--- config.mk ---
export PLATFORM = sky130hd
export DESIGN_NAME = classification_flat
export DESIGN_NICKNAME = d
export VERILOG_FILES = /design/src/source/cam_pkg.sv /design/src/source/pixel_if.sv /design/src/source/classification.sv /design/src/flat_wrapper.sv
export SDC_FILE = /design/constraint.sdc
export NUM_CORES = 1
export LEC_CHECK = 0
export ABC_AREA = 1
export BUFFER_PORTS_ARGS = -buffer_cell sky130_fd_sc_hd__buf_2
export CAP_MARGIN = 20
export CORE_MARGIN = 4
export CORE_UTILIZATION = 40
export CTS_CLUSTER_DIAMETER = 200
export DETAILED_ROUTE_END_ITERATION = 10
export SLEW_MARGIN = 25
export SYNTH_ARGS = -nofsm -noshare
export SYNTH_HDL_FRONTEND = slang
export SYNTH_SLANG_ARGS = --single-unit
--- constraint.sdc ---
create_clock -name clk_25_vga -period 3.97 [get_ports clk_25_vga]
set_input_delay 0.5955 -clock clk_25_vga [delete_from_list [all_inputs] [get_ports clk_25_vga]]
set_output_delay 0.5955 -clock clk_25_vga [all_outputs]
set_load 0.1 [all_outputs]
--- src/source/cam_pkg.sv ---
// colour window applies to 8-bit channels after nibble repetition; blanking lengths are fixed
package cam_pkg;

  // rgb444 pixel as stored in the frame buffer, red in [11:8]
  typedef logic [11:0] pixel_t;

  // one display colour channel
  typedef logic [7:0] colour_t;

  // one-hot steering: [2] left, [1] centre, [0] right, zero for none
  typedef logic [2:0] dir_t;

  // orange window on expanded channels
  localparam colour_t ORANGE_R_MIN = 8'hC0;
  localparam colour_t ORANGE_G_MIN = 8'h40;
  localparam colour_t ORANGE_G_MAX = 8'hB0;
  localparam colour_t ORANGE_B_MAX = 8'h50;

  // marker painted over orange pixels (pure green)
  localparam colour_t MARKER_R = 8'd0;
  localparam colour_t MARKER_G = 8'd255;
  localparam colour_t MARKER_B = 8'd0;

  // horizontal blanking in display clocks
  localparam int unsigned H_FRONT = 8;
  localparam int unsigned H_SYNC  = 16;
  localparam int unsigned H_BACK  = 8;

  // vertical blanking in lines
  localparam int unsigned V_FRONT = 2;
  localparam int unsigned V_SYNC  = 2;
  localparam int unsigned V_BACK  = 2;

  // width of the reported orange pixel total
  localparam int unsigned COUNT_W = 18;

endpackage

--- src/source/pixel_if.sv ---
// colour is expected to be zero whenever active is low; both syncs are active low
`timescale 1ns/1ps

interface pixel_if;
  import cam_pkg::*;

  // colour channels, 8 bits each
  colour_t red;
  colour_t green;
  colour_t blue;

  // display timing that travels with the colour
  logic    active;
  logic    hsync;
  logic    vsync;

  // producer of a timed stream
  modport source (
    output red, green, blue,
    output active, hsync, vsync
  );

  // consumer of a timed stream
  modport sink (
    input red, green, blue,
    input active, hsync, vsync
  );

endinterface

--- src/source/classification.sv ---
// results change only at the vsync falling edge; ties resolve to centre, then left
`timescale 1ns/1ps

module classification #(
  parameter int unsigned FRAME_W   = 320,
  parameter int unsigned FRAME_H   = 240,
  parameter int unsigned MIN_COUNT = 64
) (
  input  logic                          clk_25_vga,
  input  logic                          rst_n,
  pixel_if.sink                         px,
  input  logic                          is_orange,
  output cam_pkg::dir_t                 direction,
  output logic                          orange_detected,
  output logic [cam_pkg::COUNT_W-1:0]   orange_count
);

  import cam_pkg::*;

  localparam int unsigned THIRD_W   = $clog2(FRAME_W * FRAME_H + 1);
  localparam int unsigned COL_W     = $clog2(FRAME_W + 1);
  localparam int unsigned COUNT_MAX = 2**COUNT_W - 1;

  logic [COL_W-1:0]   col;
  logic [THIRD_W-1:0] cnt_l;
  logic [THIRD_W-1:0] cnt_c;
  logic [THIRD_W-1:0] cnt_r;
  logic [THIRD_W+1:0] total;
  logic               vs_q;
  logic               frame_end;
  logic               detected;
  dir_t               dir_nx;

  // first clock of the sync pulse
  assign frame_end = vs_q && !px.vsync;
  assign total     = cnt_l + cnt_c + cnt_r;
  assign detected  = (total >= MIN_COUNT);

  // largest third wins, centre then left on a tie
  always_comb begin
    if (!detected)
      dir_nx = 3'b000;
    else if ((cnt_c >= cnt_l) && (cnt_c >= cnt_r))
      dir_nx = 3'b010;
    else if (cnt_l >= cnt_r)
      dir_nx = 3'b100;
    else
      dir_nx = 3'b001;
  end

  // column tracking and per-third accumulation
  always_ff @(posedge clk_25_vga or negedge rst_n) begin
    if (!rst_n) begin
      vs_q  <= 1'b1;
      col   <= '0;
      cnt_l <= '0;
      cnt_c <= '0;
      cnt_r <= '0;
    end else begin
      vs_q <= px.vsync;
      // column restarts in every blanking gap
      col  <= px.active ? col + 1'b1 : '0;
      if (frame_end) begin
        cnt_l <= '0;
        cnt_c <= '0;
        cnt_r <= '0;
      end else if (is_orange) begin
        if (col < FRAME_W / 3)
          cnt_l <= cnt_l + 1'b1;
        else if (col < 2 * FRAME_W / 3)
          cnt_c <= cnt_c + 1'b1;
        else
          cnt_r <= cnt_r + 1'b1;
      end
    end
  end

  // frame results, held until the next frame end
  always_ff @(posedge clk_25_vga or negedge rst_n) begin
    if (!rst_n) begin
      direction       <= '0;
      orange_detected <= 1'b0;
      orange_count    <= '0;
    end else if (frame_end) begin
      direction       <= dir_nx;
      orange_detected <= detected;
      // saturate the total at the output width
      orange_count    <= (total > COUNT_MAX) ? '1 : COUNT_W'(total);
    end
  end

  // at most one steering bit
  dir_onehot: assert property (@(posedge clk_25_vga) disable iff (!rst_n)
    $onehot0(direction));

  // the finder strobe must only come with an active pixel of the same cycle
  orange_in_active: assert property (@(posedge clk_25_vga) disable iff (!rst_n)
    is_orange |-> px.active);

endmodule

--- src/flat_wrapper.sv ---
// flat-port wrapper written by rule: the top's interface ports become plain ports
module classification_flat import cam_pkg::*;
#(
  parameter int unsigned FRAME_W   = 320,
  parameter int unsigned FRAME_H   = 240,
  parameter int unsigned MIN_COUNT = 64
)
  (clk_25_vga, rst_n, is_orange, direction, orange_detected, orange_count, px_red, px_green, px_blue, px_active, px_hsync, px_vsync);
  pixel_if px_i ();
  input  logic clk_25_vga;
  input  logic rst_n;
  input  logic is_orange;
  output cam_pkg::dir_t direction;
  output logic orange_detected;
  output logic [cam_pkg::COUNT_W-1:0] orange_count;
  input wire logic [$bits(px_i.red)-1:0] px_red;
  input wire logic [$bits(px_i.green)-1:0] px_green;
  input wire logic [$bits(px_i.blue)-1:0] px_blue;
  input wire logic [$bits(px_i.active)-1:0] px_active;
  input wire logic [$bits(px_i.hsync)-1:0] px_hsync;
  input wire logic [$bits(px_i.vsync)-1:0] px_vsync;
  assign px_i.red = px_red;
  assign px_i.green = px_green;
  assign px_i.blue = px_blue;
  assign px_i.active = px_active;
  assign px_i.hsync = px_hsync;
  assign px_i.vsync = px_vsync;
  classification #(.FRAME_W(FRAME_W), .FRAME_H(FRAME_H), .MIN_COUNT(MIN_COUNT)) u_core (.clk_25_vga(clk_25_vga), .rst_n(rst_n), .px(px_i), .is_orange(is_orange), .direction(direction), .orange_detected(orange_detected), .orange_count(orange_count));
endmodule
Yosys cells after proc, flatten, opt, wreduce, memory -nomap -nowiden

Index checks and enable logic that the tools add are counted.

$add $sub $neg: 6
Multipliers: 0
Div/mod/pow operators: 0
Order comparisons: 7
Eq/ne operators: 2
Shifts and indexed selects: 0
Mux-type cells: 16
Bitwise operators: 0
Reduce and logical (&&, ||, !) cells: 9

Operators by type and width:

| operator              | count |
|---|---|
| $mux 17               | 11 |
| $add 17x1->17 const B | 3 |
| $ge 17x17->1          | 3 |
| $add 19x17->19        | 1 |
| $ge 19x7->1 const B   | 1 |
| $gt 19x18->1 const B  | 1 |
| $add 17x17->18        | 1 |
| $mux 18               | 1 |
| $add 9x1->9 const B   | 1 |
| $lt 9x7->1 const B    | 1 |
| $lt 9x8->1 const B    | 1 |
| $mux 3                | 3 |
| $mux 9                | 1 |
| $reduce_and 3->1      | 2 |
| $reduce_bool 2->1     | 3 |
| $ne 2x1->1 const B    | 2 |
| $logic_and 1x1->1     | 2 |
| $reduce_and 2->1      | 1 |
| $logic_not 1->1       | 1 |

Register bits: 83
Latch bits: 0
Bits in writable memories: 0
Bits in read-only memories: 0
Bits of input ports: 30
Output and inout bits: 22
Logic and storage cells: 48
Memories: 0

Depth between registers and ports, before layout

Gate-level depths: netlist (run 1).

Word-level depth: 5
Mapped depth: 28
Gate-level depth less buffers: 28

Worst setup path after synthesis (run 1)

OpenSTA, ideal clock, no wires.

Path kind: reg-to-reg
From: register u_core.cnt_c[0]
To: register u_core.direction[0]
Setup time: 120 ps
Data arrival time: 3312 ps
Required time: 3850 ps
Slack: 538 ps
Stages on the path, launching flop included: 24
Cell sequence: dfrtp_1 -> ha_1 -> inv_1 -> fa_1 -> nand3b_1 -> nand2_1 -> a21boi_1 -> o21ai_1 -> a21oi_1 -> o21ai_1 -> xor2_1 -> ha_1 -> nand2_1 -> inv_1 -> nand2_1 -> inv_1 -> a21oi_1 -> nand3b_1 -> nand2_1 -> nand2_1 -> nor2_1 -> nand4_4 -> nand3_1 -> nand2_1

Word-level cells in the longest chain between the ends: 4
Elaborated cells on any way between the ends: 8

Ends and longest elaborated chain:

| what                                                | line                                       | text |
|---|---|---|
| from (decl)                                         | classification.sv:26                       | `logic [THIRD_W-1:0] cnt_c;` |
| from (signal assigned)                              | classification.sv:71                       | `cnt_c <= cnt_c + 1'b1;` |
| $add 17x17->18 or $ge 17x17->1 (tied branches)      | classification.sv:36, classification.sv:43 |  |
| $add 19x17->19 or $logic_and 1x1->1 (tied branches) | classification.sv:36, classification.sv:43 |  |
| $ge 19x7->1 or $mux 3 (tied branches)               | classification.sv:37, classification.sv:43 |  |
| $mux 3 (*)                                          | classification.sv:41                       | `if (!detected)` |
| to (signal assigned)                                | classification.sv:85                       | `direction <= dir_nx;` |
| to (decl)                                           | classification.sv:13                       | `output cam_pkg::dir_t direction,` |

Every way passes the cells marked *; elsewhere a longest branch is shown, timed or not.
A chain may end at the register's enable or synchronous reset.

Worst setup path after layout (run 1)

From: register u_core.cnt_c[0]
To: register u_core.direction[1]

Same word-level chain as after synthesis.

==> metrics.txt, run 1 <==
# TYPE chip_impl_metric gauge
chip_impl_info{name="outcome",value="complete, no violations"} 1
chip_impl_metric{name="placement.setup.worst_slack",unit="ps"} 143
chip_impl_metric{name="finalCritPeriodShare",unit=""} 0.929
chip_impl_metric{name="fin_skew",unit="ps"} 11.5
chip_impl_metric{name="power_density",unit="mW/mm^2"} 351
chip_impl_metric{name="route.antenna.remaining_nets",unit=""} 0
chip_impl_metric{name="layout_min_cycle_time",unit="ps"} 3690
chip_impl_metric{name="groute.layer.met2.usage",unit=""} 0.340
chip_impl_metric{name="tns",unit="ps"} 0
chip_impl_metric{name="numCtsBuffers",unit=""} 9
chip_impl_metric{name="max_slew.worst_pin.slew",unit="ps"} 896
chip_impl_metric{name="grt_pass1_wl",unit="um"} 35100
chip_impl_info{name="cts_tree",value="done"} 1
chip_impl_metric{name="cap_viol_max_count",unit=""} 0
chip_impl_metric{name="core_region_area",unit="mm^2"} 0.0186
chip_impl_metric{name="ys_async_sr_fraction",unit=""} 1.00
chip_impl_metric{name="timing.critical_path.arrival",unit="ps"} 3940
chip_impl_metric{name="timing.critical_path.fanout_max",unit=""} 5
chip_impl_metric{name="yosys_warnings",unit=""} 0
chip_impl_metric{name="drcViolationCount",unit=""} 0
chip_impl_info{name="end_kind",value="flop"} 1
chip_impl_metric{name="max-clock-path-buffers",unit=""} 2
chip_impl_metric{name="timing.fmax",unit="GHz"} 0.271
chip_impl_metric{name="clock_latency",unit="ps"} 360
chip_impl_metric{name="cts.clk_slew.worst_paths",unit="ps"} 70
chip_impl_metric{name="timing_hold_violations_final",unit=""} 0
chip_impl_metric{name="synth-edff-count",unit=""} 0
chip_impl_metric{name="yosys_register_bits",unit=""} 83
chip_impl_metric{name="syn_to_final_growth",unit="%"} 13.3
chip_impl_metric{name="p_leak",unit="nW"} 4.34
chip_impl_metric{name="finalSetupViolations",unit=""} 0
chip_impl_metric{name="dp_cells",unit=""} 1336
chip_impl_metric{name="htreeDepth",unit=""} 3
chip_impl_metric{name="initial_utilization",unit=""} 0.406
chip_impl_metric{name="gpl.final_weighted_congestion",unit=""} 0.910
chip_impl_metric{name="detail_route.vias_per_cell",unit=""} 5.26
chip_impl_metric{name="final_cell_count_no_fill",unit=""} 1353
chip_impl_metric{name="count_of_unique_library_cells_instantiated_by_yosys",unit=""} 45
chip_impl_metric{name="layout.nets",unit=""} 1235
chip_impl_metric{name="drive_above_1_share",unit=""} 0.130
chip_impl_metric{name="gr-usage-met3",unit=""} 0.0252
chip_impl_metric{name="syn_avg_cell_area",unit="um^2"} 7.13
chip_impl_metric{name="max_slew_margin",unit=""} 0.403
chip_impl_info{name="global_route.peak_usage_layer",value="met2"} 1
chip_impl_info{name="min-delay-path-class",value="in -> async"} 1
chip_impl_metric{name="antenna_cells",unit=""} 0
chip_impl_metric{name="avgRoutedWirePerCell",unit="um"} 15.9
chip_impl_metric{name="tritoncts_num_sinks",unit=""} 83
chip_impl_metric{name="fillerInstances",unit=""} 1881
chip_impl_metric{name="grt_util_all_layers",unit=""} 0.204
chip_impl_metric{name="yosysSeqAreaShare",unit=""} 0.275
chip_impl_metric{name="layout.core_utilization",unit=""} 0.460
chip_impl_metric{name="timing.critical_path.required",unit="ps"} 4220
chip_impl_metric{name="design.die.area",unit="mm^2"} 0.0212
chip_impl_metric{name="postSynthNetCount",unit=""} 1182
chip_impl_metric{name="syn_area",unit="mm^2"} 0.00757
chip_impl_info{name="cts-root-buf",value="sky130_fd_sc_hd__clkbuf_16"} 1
chip_impl_metric{name="drt_first_iter_violations",unit=""} 414
chip_impl_info{name="timing_worst_setup_path_type",value="reg -> reg"} 1
chip_impl_metric{name="vdd.ir_drop.worst",unit="uV"} 239
chip_impl_metric{name="groute.layer.met1.usage",unit=""} 0.268
chip_impl_metric{name="globalRouteOverflowTotal",unit=""} 0
chip_impl_metric{name="place.detailed.hpwl",unit="um"} 17100
chip_impl_metric{name="report.final.slew_viol_count",unit=""} 0
chip_impl_metric{name="fp.dieH",unit="um"} 146
chip_impl_metric{name="worst_slack",unit="ps"} 283
chip_impl_metric{name="drt_pre_antenna_iters",unit=""} 6
chip_impl_info{name="ys.flop_type",value="sky130_fd_sc_hd__dfrtp_1"} 1
chip_impl_info{name="mostFrequentLayoutCells",value="sky130_fd_sc_hd__nand2_1, sky130_fd_sc_hd__inv_1, sky130_fd_sc_hd__nor2_1, sky130_fd_sc_hd__ha_1, sky130_fd_sc_hd__dfrtp_1"} 1
chip_impl_metric{name="number_of_antenna_violations_at_the_first_check_in_global_routing",unit=""} 0
chip_impl_info{name="mostFrequentLayoutCell",value="sky130_fd_sc_hd__nand2_1"} 1
chip_impl_metric{name="die_w",unit="um"} 146
chip_impl_metric{name="netlist_instances",unit=""} 1061
chip_impl_metric{name="port_buffers",unit=""} 26
chip_impl_metric{name="rows",unit=""} 50
chip_impl_metric{name="worst_hold_margin",unit="ps"} 333
chip_impl_metric{name="grt_max_degree",unit=""} 68
chip_impl_info{name="launching_element_type_of_the_critical_path",value="flop"} 1
chip_impl_metric{name="wl",unit="um"} 21500
chip_impl_metric{name="first_global_vias",unit=""} 7058
chip_impl_metric{name="vias",unit=""} 7118
chip_impl_metric{name="floorplan.io_pins",unit=""} 52
-- metrics by stage --
stage	instance area [um^2]	power (mW)
after floorplan	7570	1.84
after global placement	8170	2.12
after detailed placement	8170	2.13
after CTS	8470	3.02
after global routing	8580	3.18
final	8580	3.01
-- final cells by class --
type	count	area, um^2	share of cell area
timing repair buffer	58	373	0.0435
clock inverter	7	81.3	0.00948
clock buffer	9	225	0.0263
sequential	83	2080	0.243
tap	234	293	0.0341
inverter	157	589	0.0687
multi-input combinational	805	4930	0.575
-- cell usage after synthesis (3+ instances only) --
master	instances	area [um^2]
sky130_fd_sc_hd__nor4_2	6	75.1
sky130_fd_sc_hd__o211ai_1	3	22.5
sky130_fd_sc_hd__nor2_2	3	18.8
sky130_fd_sc_hd__nand3_1	61	305
sky130_fd_sc_hd__nand3_2	3	30.0
sky130_fd_sc_hd__nor2_1	97	364
sky130_fd_sc_hd__o31ai_1	15	113
sky130_fd_sc_hd__o21bai_1	5	37.5
sky130_fd_sc_hd__nand2_2	6	37.5
sky130_fd_sc_hd__xor2_1	36	315
sky130_fd_sc_hd__nor3_2	4	40.0
sky130_fd_sc_hd__nand2_1	231	867
sky130_fd_sc_hd__a31oi_1	12	75.1
sky130_fd_sc_hd__nand4_1	39	244
sky130_fd_sc_hd__xnor2_1	5	43.8
sky130_fd_sc_hd__a21oi_1	69	345
sky130_fd_sc_hd__nor2_4	4	45.0
sky130_fd_sc_hd__clkbuf_1	10	37.5
sky130_fd_sc_hd__nor4_1	8	50.1
sky130_fd_sc_hd__o21ai_0	39	195
sky130_fd_sc_hd__inv_2	13	48.8
sky130_fd_sc_hd__o21ai_1	9	45.0
sky130_fd_sc_hd__buf_2	4	20.0
sky130_fd_sc_hd__nand3b_1	8	60.1
sky130_fd_sc_hd__ha_1	89	1110
sky130_fd_sc_hd__inv_1	144	541
sky130_fd_sc_hd__dfrtp_1	82	2050
sky130_fd_sc_hd__nor3_1	30	150
sky130_fd_sc_hd__a21o_1	4	30.0
-- state kept, by name (all words and copies together) (netlist names) --
signal / cells
u_core.cnt_c: 17
u_core.orange_detected: 1
u_core.vs_q: 1
u_core.cnt_r: 17
u_core.direction: 3
u_core.orange_count: 18
u_core.cnt_l: 17
u_core.col: 9
-- kinds of logic (layout without fill, tap and decap cells) --
family                     Yosys count  count (layout)  synth area share
buffers and inverters              173             231            0.0864
DFF                                 83              83             0.275
AOI/OAI and AO/OA                  167             167             0.127
adders and majority gates           91              91             0.152
xor gates and xnor gates            41              41            0.0474
and+or+nand+nor                    506             506             0.312
-- worst paths after layout --
kind / start / to / slack (ps) / cells past startpoint
max reg2reg: u_core.cnt_c[0]$_DFFE_PN0P_ / u_core.direction[1]$_DFFE_PN0P_ / 280 / 25
min reg2reg: u_core.orange_count[17]$_DFFE_PN0P_ / u_core.orange_count[17]$_DFFE_PN0P_ / 480 / 2
max: u_core.cnt_c[0]$_DFFE_PN0P_ / u_core.direction[1]$_DFFE_PN0P_ / 280 / 25
min in group clk_25_vga: px_vsync / u_core.vs_q$_DFF_PN1_ / 370 / 1
min: rst_n / u_core.col[3]$_DFF_PN0_ / 330 / 1
max in group asynchronous: rst_n / u_core.cnt_r[9]$_DFFE_PN0P_ / 2840 / 2
-- timing repair --
action	4_1_cts	5_1_grt
endpoints found under the hold margin	0	0
resized for setup	0	27
hold buffers	0	0
buffers inserted	0	1
endpoints found under the setup margin	0	21
-- routing by layer --
| layer | vias up | share of wire |
|---|---|---|
| li1 | 3645 | - |
| met3 | 48 | 0.028 |
| met2 | 155 | 0.47 |
| met1 | 3270 | 0.47 |
| met4 | 0 | 0.036 |
| met5 | - | 0 |
-- power by group --
part	leakage (nW)	switching (mW)	total, mW	internal, mW
clock network	0.146	0.388	0.886	0.498
registers	1.10	0.0618	0.986	0.924
logic	3.09	0.851	1.14	0.290
-- critical path, cell delays in order (launching register included) --
cell and delay (ps):
sky130_fd_sc_hd__dfrtp_1 420, sky130_fd_sc_hd__ha_4 170, sky130_fd_sc_hd__inv_1 60, sky130_fd_sc_hd__fa_1 390
sky130_fd_sc_hd__nand3b_1 190, sky130_fd_sc_hd__nand2_2 100, sky130_fd_sc_hd__a21boi_2 70, sky130_fd_sc_hd__o21ai_2 200
sky130_fd_sc_hd__buf_4 150, sky130_fd_sc_hd__xnor2_1 140, sky130_fd_sc_hd__ha_2 350, sky130_fd_sc_hd__nand2_2 120
sky130_fd_sc_hd__inv_1 50, sky130_fd_sc_hd__nand2_1 50, sky130_fd_sc_hd__nand2_1 120, sky130_fd_sc_hd__inv_1 100
sky130_fd_sc_hd__nand3_1 100, sky130_fd_sc_hd__buf_4 160, sky130_fd_sc_hd__nand2_1 50, sky130_fd_sc_hd__nand2_1 40
sky130_fd_sc_hd__nand3_1 60, sky130_fd_sc_hd__nand2_1 90, sky130_fd_sc_hd__nor2_4 120, sky130_fd_sc_hd__nand4_4 120
sky130_fd_sc_hd__nand3_1 100, sky130_fd_sc_hd__nand2_1 60
(Power assumes the default switching activity.)
==> inputs of run 2 (changes only) <==
--- a/config.mk
+++ b/config.mk
@@ -8,10 +8,13 @@
 export ABC_AREA = 1
 export BUFFER_PORTS_ARGS = -buffer_cell sky130_fd_sc_hd__buf_2
 export CAP_MARGIN = 20
+export CELL_PAD_IN_SITES_DETAIL_PLACEMENT = 0
+export CELL_PAD_IN_SITES_GLOBAL_PLACEMENT = 1
 export CORE_MARGIN = 4
 export CORE_UTILIZATION = 40
 export CTS_CLUSTER_DIAMETER = 200
 export DETAILED_ROUTE_END_ITERATION = 10
+export PLACE_DENSITY_LB_ADDON = 0.1
 export SLEW_MARGIN = 25
 export SYNTH_ARGS = -nofsm -noshare
 export SYNTH_HDL_FRONTEND = slang
==> constraint.sdc (replaced) <==
create_clock -name clk_25_vga -period 4.36 [get_ports clk_25_vga]
set_input_delay 0.654 -clock clk_25_vga [delete_from_list [all_inputs] [get_ports clk_25_vga]]
set_output_delay 0.654 -clock clk_25_vga [all_outputs]
set_load 0.1 [all_outputs]
==> metrics.txt, run 2 (same netlist as run 1, synthesis figures left out) <==
# TYPE chip_impl_metric gauge
chip_impl_metric{name="worst_path_largest_cell_delay",unit="ps"} 420
chip_impl_metric{name="max_slew_margin",unit=""} 0.444
chip_impl_info{name="launching_element_type_of_the_critical_path",value="flop"} 1
chip_impl_metric{name="post_dp_cell_area",unit="mm^2"} 0.00809
chip_impl_metric{name="cts.clk_slew.worst_paths",unit="ps"} 70
chip_impl_info{name="end_kind",value="flop"} 1
chip_impl_metric{name="max-clock-path-buffers",unit=""} 2
chip_impl_metric{name="first_global_vias",unit=""} 6958
chip_impl_metric{name="htreeDepth",unit=""} 3
chip_impl_metric{name="rows",unit=""} 50
chip_impl_metric{name="number_of_antenna_violations_at_the_first_check_in_global_routing",unit=""} 0
chip_impl_metric{name="syn_to_final_growth",unit="%"} 10.9
chip_impl_metric{name="timing.critical_path.fanout_max",unit=""} 5
chip_impl_metric{name="clock_latency",unit="ps"} 350
chip_impl_info{name="mostFrequentLayoutCell",value="sky130_fd_sc_hd__nand2_1"} 1
chip_impl_metric{name="cp.buffers_inverters",unit=""} 1
chip_impl_metric{name="drcViolationCount",unit=""} 0
chip_impl_metric{name="timing_hold_violations_final",unit=""} 0
chip_impl_info{name="mostFrequentLayoutCells",value="sky130_fd_sc_hd__nand2_1, sky130_fd_sc_hd__inv_1, sky130_fd_sc_hd__nor2_1, sky130_fd_sc_hd__ha_1, sky130_fd_sc_hd__dfrtp_1"} 1
chip_impl_metric{name="timing.critical_path.arrival",unit="ps"} 4220
chip_impl_metric{name="tritoncts_num_sinks",unit=""} 83
chip_impl_metric{name="largest_reg_flops",unit=""} 18
chip_impl_metric{name="drt_pre_antenna_iters",unit=""} 8
chip_impl_metric{name="layout.cell_area.non_filler",unit="mm^2"} 0.00840
chip_impl_metric{name="max_slew.worst_pin.slew",unit="ps"} 833
chip_impl_metric{name="cap_viol_max_count",unit=""} 0
chip_impl_metric{name="initial_utilization",unit=""} 0.406
chip_impl_info{name="path_delay_family",value="simple AND/OR/NAND/NOR gates"} 1
chip_impl_metric{name="core_region_area",unit="mm^2"} 0.0186
chip_impl_metric{name="timing.critical_path.required",unit="ps"} 4600
chip_impl_metric{name="place.detailed.hpwl",unit="um"} 17900
chip_impl_metric{name="globalRouteOverflowTotal",unit=""} 0
chip_impl_metric{name="grt_max_degree",unit=""} 62
chip_impl_metric{name="gpl.final_weighted_congestion",unit=""} 0.852
chip_impl_metric{name="drt_first_iter_violations",unit=""} 336
chip_impl_info{name="outcome",value="complete, no violations"} 1
chip_impl_info{name="timing_worst_setup_path_type",value="reg -> reg"} 1
chip_impl_metric{name="worst_hold_margin",unit="ps"} 391
chip_impl_metric{name="report.final.slew_viol_count",unit=""} 0
chip_impl_metric{name="floorplan.io_pins",unit=""} 52
chip_impl_metric{name="die_w",unit="um"} 146
chip_impl_metric{name="wl",unit="um"} 22400
chip_impl_info{name="crit_slowest_cell",value="sky130_fd_sc_hd__dfrtp_1"} 1
chip_impl_metric{name="p_leak",unit="nW"} 4.28
chip_impl_metric{name="met2RoutedLength",unit="um"} 11300
chip_impl_info{name="timing.critical_path.mode_cell",value="sky130_fd_sc_hd__nand2_1"} 1
chip_impl_info{name="cts-root-buf",value="sky130_fd_sc_hd__clkbuf_16"} 1
chip_impl_metric{name="antenna_cells",unit=""} 0
chip_impl_metric{name="route.antenna.remaining_nets",unit=""} 0
chip_impl_metric{name="finalSetupViolations",unit=""} 0
chip_impl_metric{name="layout.nets",unit=""} 1223
chip_impl_metric{name="grt_pass1_wl",unit="um"} 35900
chip_impl_info{name="min-delay-path-class",value="in -> async"} 1
chip_impl_info{name="cts_tree",value="done"} 1
chip_impl_metric{name="vias",unit=""} 6999
chip_impl_metric{name="vdd.ir_drop.worst",unit="uV"} 202
chip_impl_metric{name="detail_route.vias_per_cell",unit=""} 5.22
chip_impl_metric{name="fin_skew",unit="ps"} 10.6
chip_impl_metric{name="port_buffers",unit=""} 26
chip_impl_metric{name="fillerInstances",unit=""} 1963
chip_impl_metric{name="timing.fmax",unit="GHz"} 0.251
chip_impl_metric{name="tns",unit="ps"} 0
chip_impl_info{name="max_flop_register",value="u_core.orange_count"} 1
chip_impl_metric{name="fp.dieH",unit="um"} 146
chip_impl_metric{name="met1Wirelength",unit="um"} 10100
chip_impl_metric{name="grt_util_all_layers",unit=""} 0.213
chip_impl_metric{name="power_density",unit="mW/mm^2"} 325
chip_impl_info{name="rsz0062_at_grt",value="no"} 1
chip_impl_metric{name="design.die.area",unit="mm^2"} 0.0212
chip_impl_metric{name="numCtsBuffers",unit=""} 9
chip_impl_info{name="crit_chain",value="ha_1 > inv_1 > fa_1 > nand3b_1 > nand2_1 > a21boi_2 > o21ai_1 > a21oi_1 > o21ai_1 > xor2_1 > ha_1 > a21oi_1 > nand2_1 > a21oi_1 > nand3b_1 > nand2_1 > nand2_1 > nor2_1 > nand4_4 > nand3_1 > nand2_1"} 1
chip_impl_metric{name="avgRoutedWirePerCell",unit="um"} 16.7
chip_impl_metric{name="drive_above_1_share",unit=""} 0.0994
chip_impl_metric{name="met3RoutedLength",unit="um"} 475
chip_impl_info{name="uppermost_routed_layer",value="met4"} 1
chip_impl_metric{name="layout_min_cycle_time",unit="ps"} 3980
chip_impl_metric{name="finalCritPeriodShare",unit=""} 0.913
chip_impl_metric{name="p_total",unit="mW"} 2.73
==> run 2: cell types whose count changed in the layout (fill, tap and decap cells not counted), sizes merged <==
cell	before	now
inv	160	161
buf	58	46
clkinvlp	2	1
==> run 2: power by group <==
part           leakage, nW  switching, mW  internal [mW]
Combinational         3.03          0.756          0.250
Clock                0.150          0.366          0.456
Sequential            1.10         0.0609          0.840
Total                 4.28           1.18           1.55
==> run 2: worst paths after layout <==
kind,end,start,cells past startpoint,slack (ps)
worst max-delay path,u_core.direction[0]$_DFFE_PN0P_,u_core.cnt_l[0]$_DFFE_PN0P_,21,380
worst min-delay path,u_core.orange_count[10]$_DFFE_PN0P_,rst_n,1,390
worst max register to register,u_core.direction[0]$_DFFE_PN0P_,u_core.cnt_l[0]$_DFFE_PN0P_,21,380
worst min register to register,u_core.direction[2]$_DFFE_PN0P_,u_core.direction[2]$_DFFE_PN0P_,2,480
max in group asynchronous,u_core.cnt_l[9]$_DFFE_PN0P_,rst_n,2,3100
min in group clk_25_vga,u_core.vs_q$_DFF_PN1_,px_vsync,1,430
==> run 2: timing repair <==
item                                    4_1_cts  5_1_grt
gates resized for setup                       0        1
buffers inserted                              0        0
endpoints found under the setup margin        0        3
hold buffers                                  0        0
==> run 2: per-layer routing <==
layer,GRT usage,up-vias
met5,0,-
met4,0.0608,0
met3,0.0287,26
met2,0.389,99
met1,0.261,3252
li1,-,3622
==> run 2: cell type report <==
class                   count  area (um^2)  share of cell area
multi-input cells         805         4850               0.577
well taps                 234          293              0.0349
flip-flops and latches     83         2080               0.248
inverters                 157          589              0.0702
clock buffers               9          225              0.0268
repair buffers             46          283              0.0337
clock inverters             7         82.6             0.00983
==> run 2: through the flow <==
step / std cells / worst slack [ps] / util
after floorplan: 1061 / 928 / -
after global placement: 1325 / 322 / 0.434
after detailed placement: 1325 / 291 / 0.434
after CTS: 1341 / 283 / 0.450
after global routing: 1341 / 56.1 / 0.450
final: 1341 / 380 / 0.450
==> inputs of run 3 (changes only) <==
--- a/config.mk
+++ b/config.mk
@@ -12,9 +12,11 @@
 export CELL_PAD_IN_SITES_GLOBAL_PLACEMENT = 1
 export CORE_MARGIN = 4
 export CORE_UTILIZATION = 40
+export CTS_BUF_LIST = sky130_fd_sc_hd__clkbuf_8 sky130_fd_sc_hd__clkbuf_16
 export CTS_CLUSTER_DIAMETER = 200
 export DETAILED_ROUTE_END_ITERATION = 10
 export PLACE_DENSITY_LB_ADDON = 0.1
+export RECOVER_POWER = 50
 export SLEW_MARGIN = 25
 export SYNTH_ARGS = -nofsm -noshare
 export SYNTH_HDL_FRONTEND = slang
==> metrics.txt, run 3 (same netlist as run 1, synthesis figures left out) <==
# TYPE chip_impl_metric gauge
chip_impl_metric{name="port_buffers",unit=""} 26
chip_impl_metric{name="design.die.area",unit="mm^2"} 0.0212
chip_impl_metric{name="max_slew_margin",unit=""} -1.34
chip_impl_metric{name="htreeDepth",unit=""} 3
chip_impl_metric{name="vdd.ir_drop.worst",unit="uV"} 202
chip_impl_metric{name="drt_pre_antenna_iters",unit=""} 5
chip_impl_metric{name="avgRoutedWirePerCell",unit="um"} 16.7
chip_impl_metric{name="core_region_area",unit="mm^2"} 0.0186
chip_impl_metric{name="power_density",unit="mW/mm^2"} 326
chip_impl_metric{name="globalRouteOverflowTotal",unit=""} 0
chip_impl_metric{name="place.detailed.hpwl",unit="um"} 17900
chip_impl_metric{name="report.final.slew_viol_count",unit=""} 62
chip_impl_metric{name="cap_viol_max_count",unit=""} 1
chip_impl_metric{name="vias",unit=""} 7020
chip_impl_info{name="launching_element_type_of_the_critical_path",value="flop"} 1
chip_impl_metric{name="grt_util_all_layers",unit=""} 0.213
chip_impl_metric{name="fin_skew",unit="ps"} 10.8
chip_impl_metric{name="tns",unit="ps"} 0
chip_impl_metric{name="grt_pass1_wl",unit="um"} 35900
chip_impl_metric{name="finalSetupViolations",unit=""} 0
chip_impl_metric{name="detail_route.vias_per_cell",unit=""} 5.23
chip_impl_info{name="failing_checks",value="capacitance limit, slew limit"} 1
chip_impl_metric{name="numCtsBuffers",unit=""} 9
chip_impl_metric{name="post_dp_cell_area",unit="mm^2"} 0.00809
chip_impl_info{name="cts-root-buf",value="sky130_fd_sc_hd__clkbuf_16"} 1
chip_impl_metric{name="finalCritPeriodShare",unit=""} 0.913
chip_impl_metric{name="wl",unit="um"} 22400
chip_impl_metric{name="layout.cell_area.non_filler",unit="mm^2"} 0.00839
chip_impl_metric{name="syn_to_final_growth",unit="%"} 10.8
chip_impl_metric{name="worst_hold_margin",unit="ps"} 424
chip_impl_metric{name="largest_reg_flops",unit=""} 18
chip_impl_metric{name="cts.clk_slew.worst_paths",unit="ps"} 70
chip_impl_info{name="end_kind",value="flop"} 1
chip_impl_info{name="timing_worst_setup_path_type",value="reg -> reg"} 1
chip_impl_metric{name="first_global_vias",unit=""} 6958
chip_impl_metric{name="layout.core_utilization",unit=""} 0.450
chip_impl_metric{name="dp_cells",unit=""} 1325
chip_impl_metric{name="postCtsHoldBufs",unit=""} 0
chip_impl_metric{name="grt_max_degree",unit=""} 62
chip_impl_metric{name="drive_above_1_share",unit=""} 0.0967
chip_impl_metric{name="cts-resized-gates",unit=""} 0
chip_impl_metric{name="timing.critical_path.fanout_max",unit=""} 5
chip_impl_metric{name="multi_input_comb_area",unit="mm^2"} 0.00485
chip_impl_metric{name="max_slew.worst_pin.slew",unit="ps"} 3510
chip_impl_metric{name="timing_hold_violations_final",unit=""} 0
chip_impl_info{name="min-delay-path-class",value="in -> reg"} 1
chip_impl_metric{name="max-clock-path-buffers",unit=""} 2
chip_impl_info{name="max_flop_register",value="u_core.orange_count"} 1
chip_impl_info{name="rsz0062_at_grt",value="no"} 1
chip_impl_metric{name="drt_first_iter_violations",unit=""} 336
chip_impl_metric{name="layout.area.seq",unit="mm^2"} 0.00208
chip_impl_metric{name="tritoncts_num_sinks",unit=""} 83
chip_impl_metric{name="route.antenna.remaining_nets",unit=""} 0
chip_impl_metric{name="p_leak",unit="nW"} 4.27
chip_impl_metric{name="timing.fmax",unit="GHz"} 0.251
chip_impl_metric{name="layout_min_cycle_time",unit="ps"} 3980
chip_impl_info{name="outcome",value="finished with violations"} 1
chip_impl_info{name="cts_tree",value="done"} 1
chip_impl_metric{name="cts.repair_timing.setup_buffer_count",unit=""} 0
chip_impl_metric{name="layout.nets",unit=""} 1223
chip_impl_metric{name="antenna_cells",unit=""} 0
chip_impl_metric{name="initial_utilization",unit=""} 0.406
chip_impl_metric{name="timing.critical_path.arrival",unit="ps"} 4220
chip_impl_metric{name="rows",unit=""} 50
chip_impl_metric{name="number_of_antenna_violations_at_the_first_check_in_global_routing",unit=""} 0
chip_impl_info{name="mostFrequentLayoutCells",value="sky130_fd_sc_hd__nand2_1, sky130_fd_sc_hd__inv_1, sky130_fd_sc_hd__nor2_1, sky130_fd_sc_hd__ha_1, sky130_fd_sc_hd__dfrtp_1"} 1
chip_impl_metric{name="drcViolationCount",unit=""} 0
chip_impl_metric{name="gpl.final_weighted_congestion",unit=""} 0.852
chip_impl_metric{name="die_w",unit="um"} 146
chip_impl_metric{name="clock_latency",unit="ps"} 350
chip_impl_metric{name="fillerInstances",unit=""} 1968
chip_impl_metric{name="timing.critical_path.required",unit="ps"} 4600
chip_impl_info{name="mostFrequentLayoutCell",value="sky130_fd_sc_hd__nand2_1"} 1
chip_impl_metric{name="floorplan.io_pins",unit=""} 52
chip_impl_metric{name="final_cell_count_no_fill",unit=""} 1341
chip_impl_metric{name="fp.dieH",unit="um"} 146
run 3: cell count changes in the layout (fill, tap and decap cells not counted):
cell / change
sky130_fd_sc_hd__buf_2: -2
sky130_fd_sc_hd__buf_4: -2
sky130_fd_sc_hd__clkbuf_2: +1
sky130_fd_sc_hd__clkbuf_1: +3
run 3: worst max-delay path: stages (launching register included):
cell and delay, ps:
sky130_fd_sc_hd__dfrtp_1 420, sky130_fd_sc_hd__ha_1 250, sky130_fd_sc_hd__inv_1 90, sky130_fd_sc_hd__fa_1 400, sky130_fd_sc_hd__nand3b_1 170, sky130_fd_sc_hd__nand2_1 130
sky130_fd_sc_hd__a21boi_2 110, sky130_fd_sc_hd__o21ai_1 180, sky130_fd_sc_hd__a21oi_1 120, sky130_fd_sc_hd__o21ai_1 160, sky130_fd_sc_hd__xor2_1 190, sky130_fd_sc_hd__ha_1 320
sky130_fd_sc_hd__a21oi_1 220, sky130_fd_sc_hd__nand2_1 150, sky130_fd_sc_hd__a21oi_1 180, sky130_fd_sc_hd__nand3b_1 90, sky130_fd_sc_hd__nand2_1 90, sky130_fd_sc_hd__nand2_1 60
sky130_fd_sc_hd__nor2_1 190, sky130_fd_sc_hd__nand4_4 170, sky130_fd_sc_hd__nand3_1 100, sky130_fd_sc_hd__nand2_1 50
run 3: power breakdown:
| part | internal, mW | total (mW) | switching [mW] |
|---|---|---|---|
| logic | 0.249 | 1.01 | 0.756 |
| registers | 0.841 | 0.901 | 0.0609 |
| clock network | 0.456 | 0.824 | 0.368 |
run 3: metal layers:
| metal | up-vias | routed length, um | track usage |
|---|---|---|---|
| li1 | 3622 | - | - |
| met1 | 3278 | 10100 | 0.261 |
| met2 | 92 | 11300 | 0.389 |
| met3 | 28 | 457 | 0.0287 |
| met4 | 0 | 424 | 0.0608 |
| met5 | - | 0 | 0 |
run 3: area by class of cell:
class                      instances  area share
inverter                         157      0.0703
clock buffer                       9      0.0268
timing repair buffer              46      0.0327
clock inverter                     7     0.00984
sequential                        83       0.248
tap                              234      0.0349
multi-input combinational        805       0.578
run 3: worst paths after layout:
path / startpoint / end / slack [ps] / cells past startpoint
hold / removal: px_vsync / u_core.vs_q$_DFF_PN1_ / 420 / 1
setup / recovery: u_core.cnt_l[0]$_DFFE_PN0P_ / u_core.direction[0]$_DFFE_PN0P_ / 380 / 21
hold reg to reg: u_core.direction[2]$_DFFE_PN0P_ / u_core.direction[2]$_DFFE_PN0P_ / 480 / 2
max in group asynchronous: rst_n / u_core.cnt_l[9]$_DFFE_PN0P_ / 820 / 2
min in group asynchronous: rst_n / u_core.orange_count[10]$_DFFE_PN0P_ / 1480 / 1
setup reg to reg: u_core.cnt_l[0]$_DFFE_PN0P_ / u_core.direction[0]$_DFFE_PN0P_ / 380 / 21
run 3: metrics by stage:
| stage | power [mW] | setup slack, ps |
|---|---|---|
| finish | 2.73 | 380 |
| global route | 2.89 | 56.1 |
| detailed placement | 1.93 | 291 |
| global placement | 1.92 | 322 |
| floorplan | 1.68 | 928 |
| CTS | 2.76 | 283 |
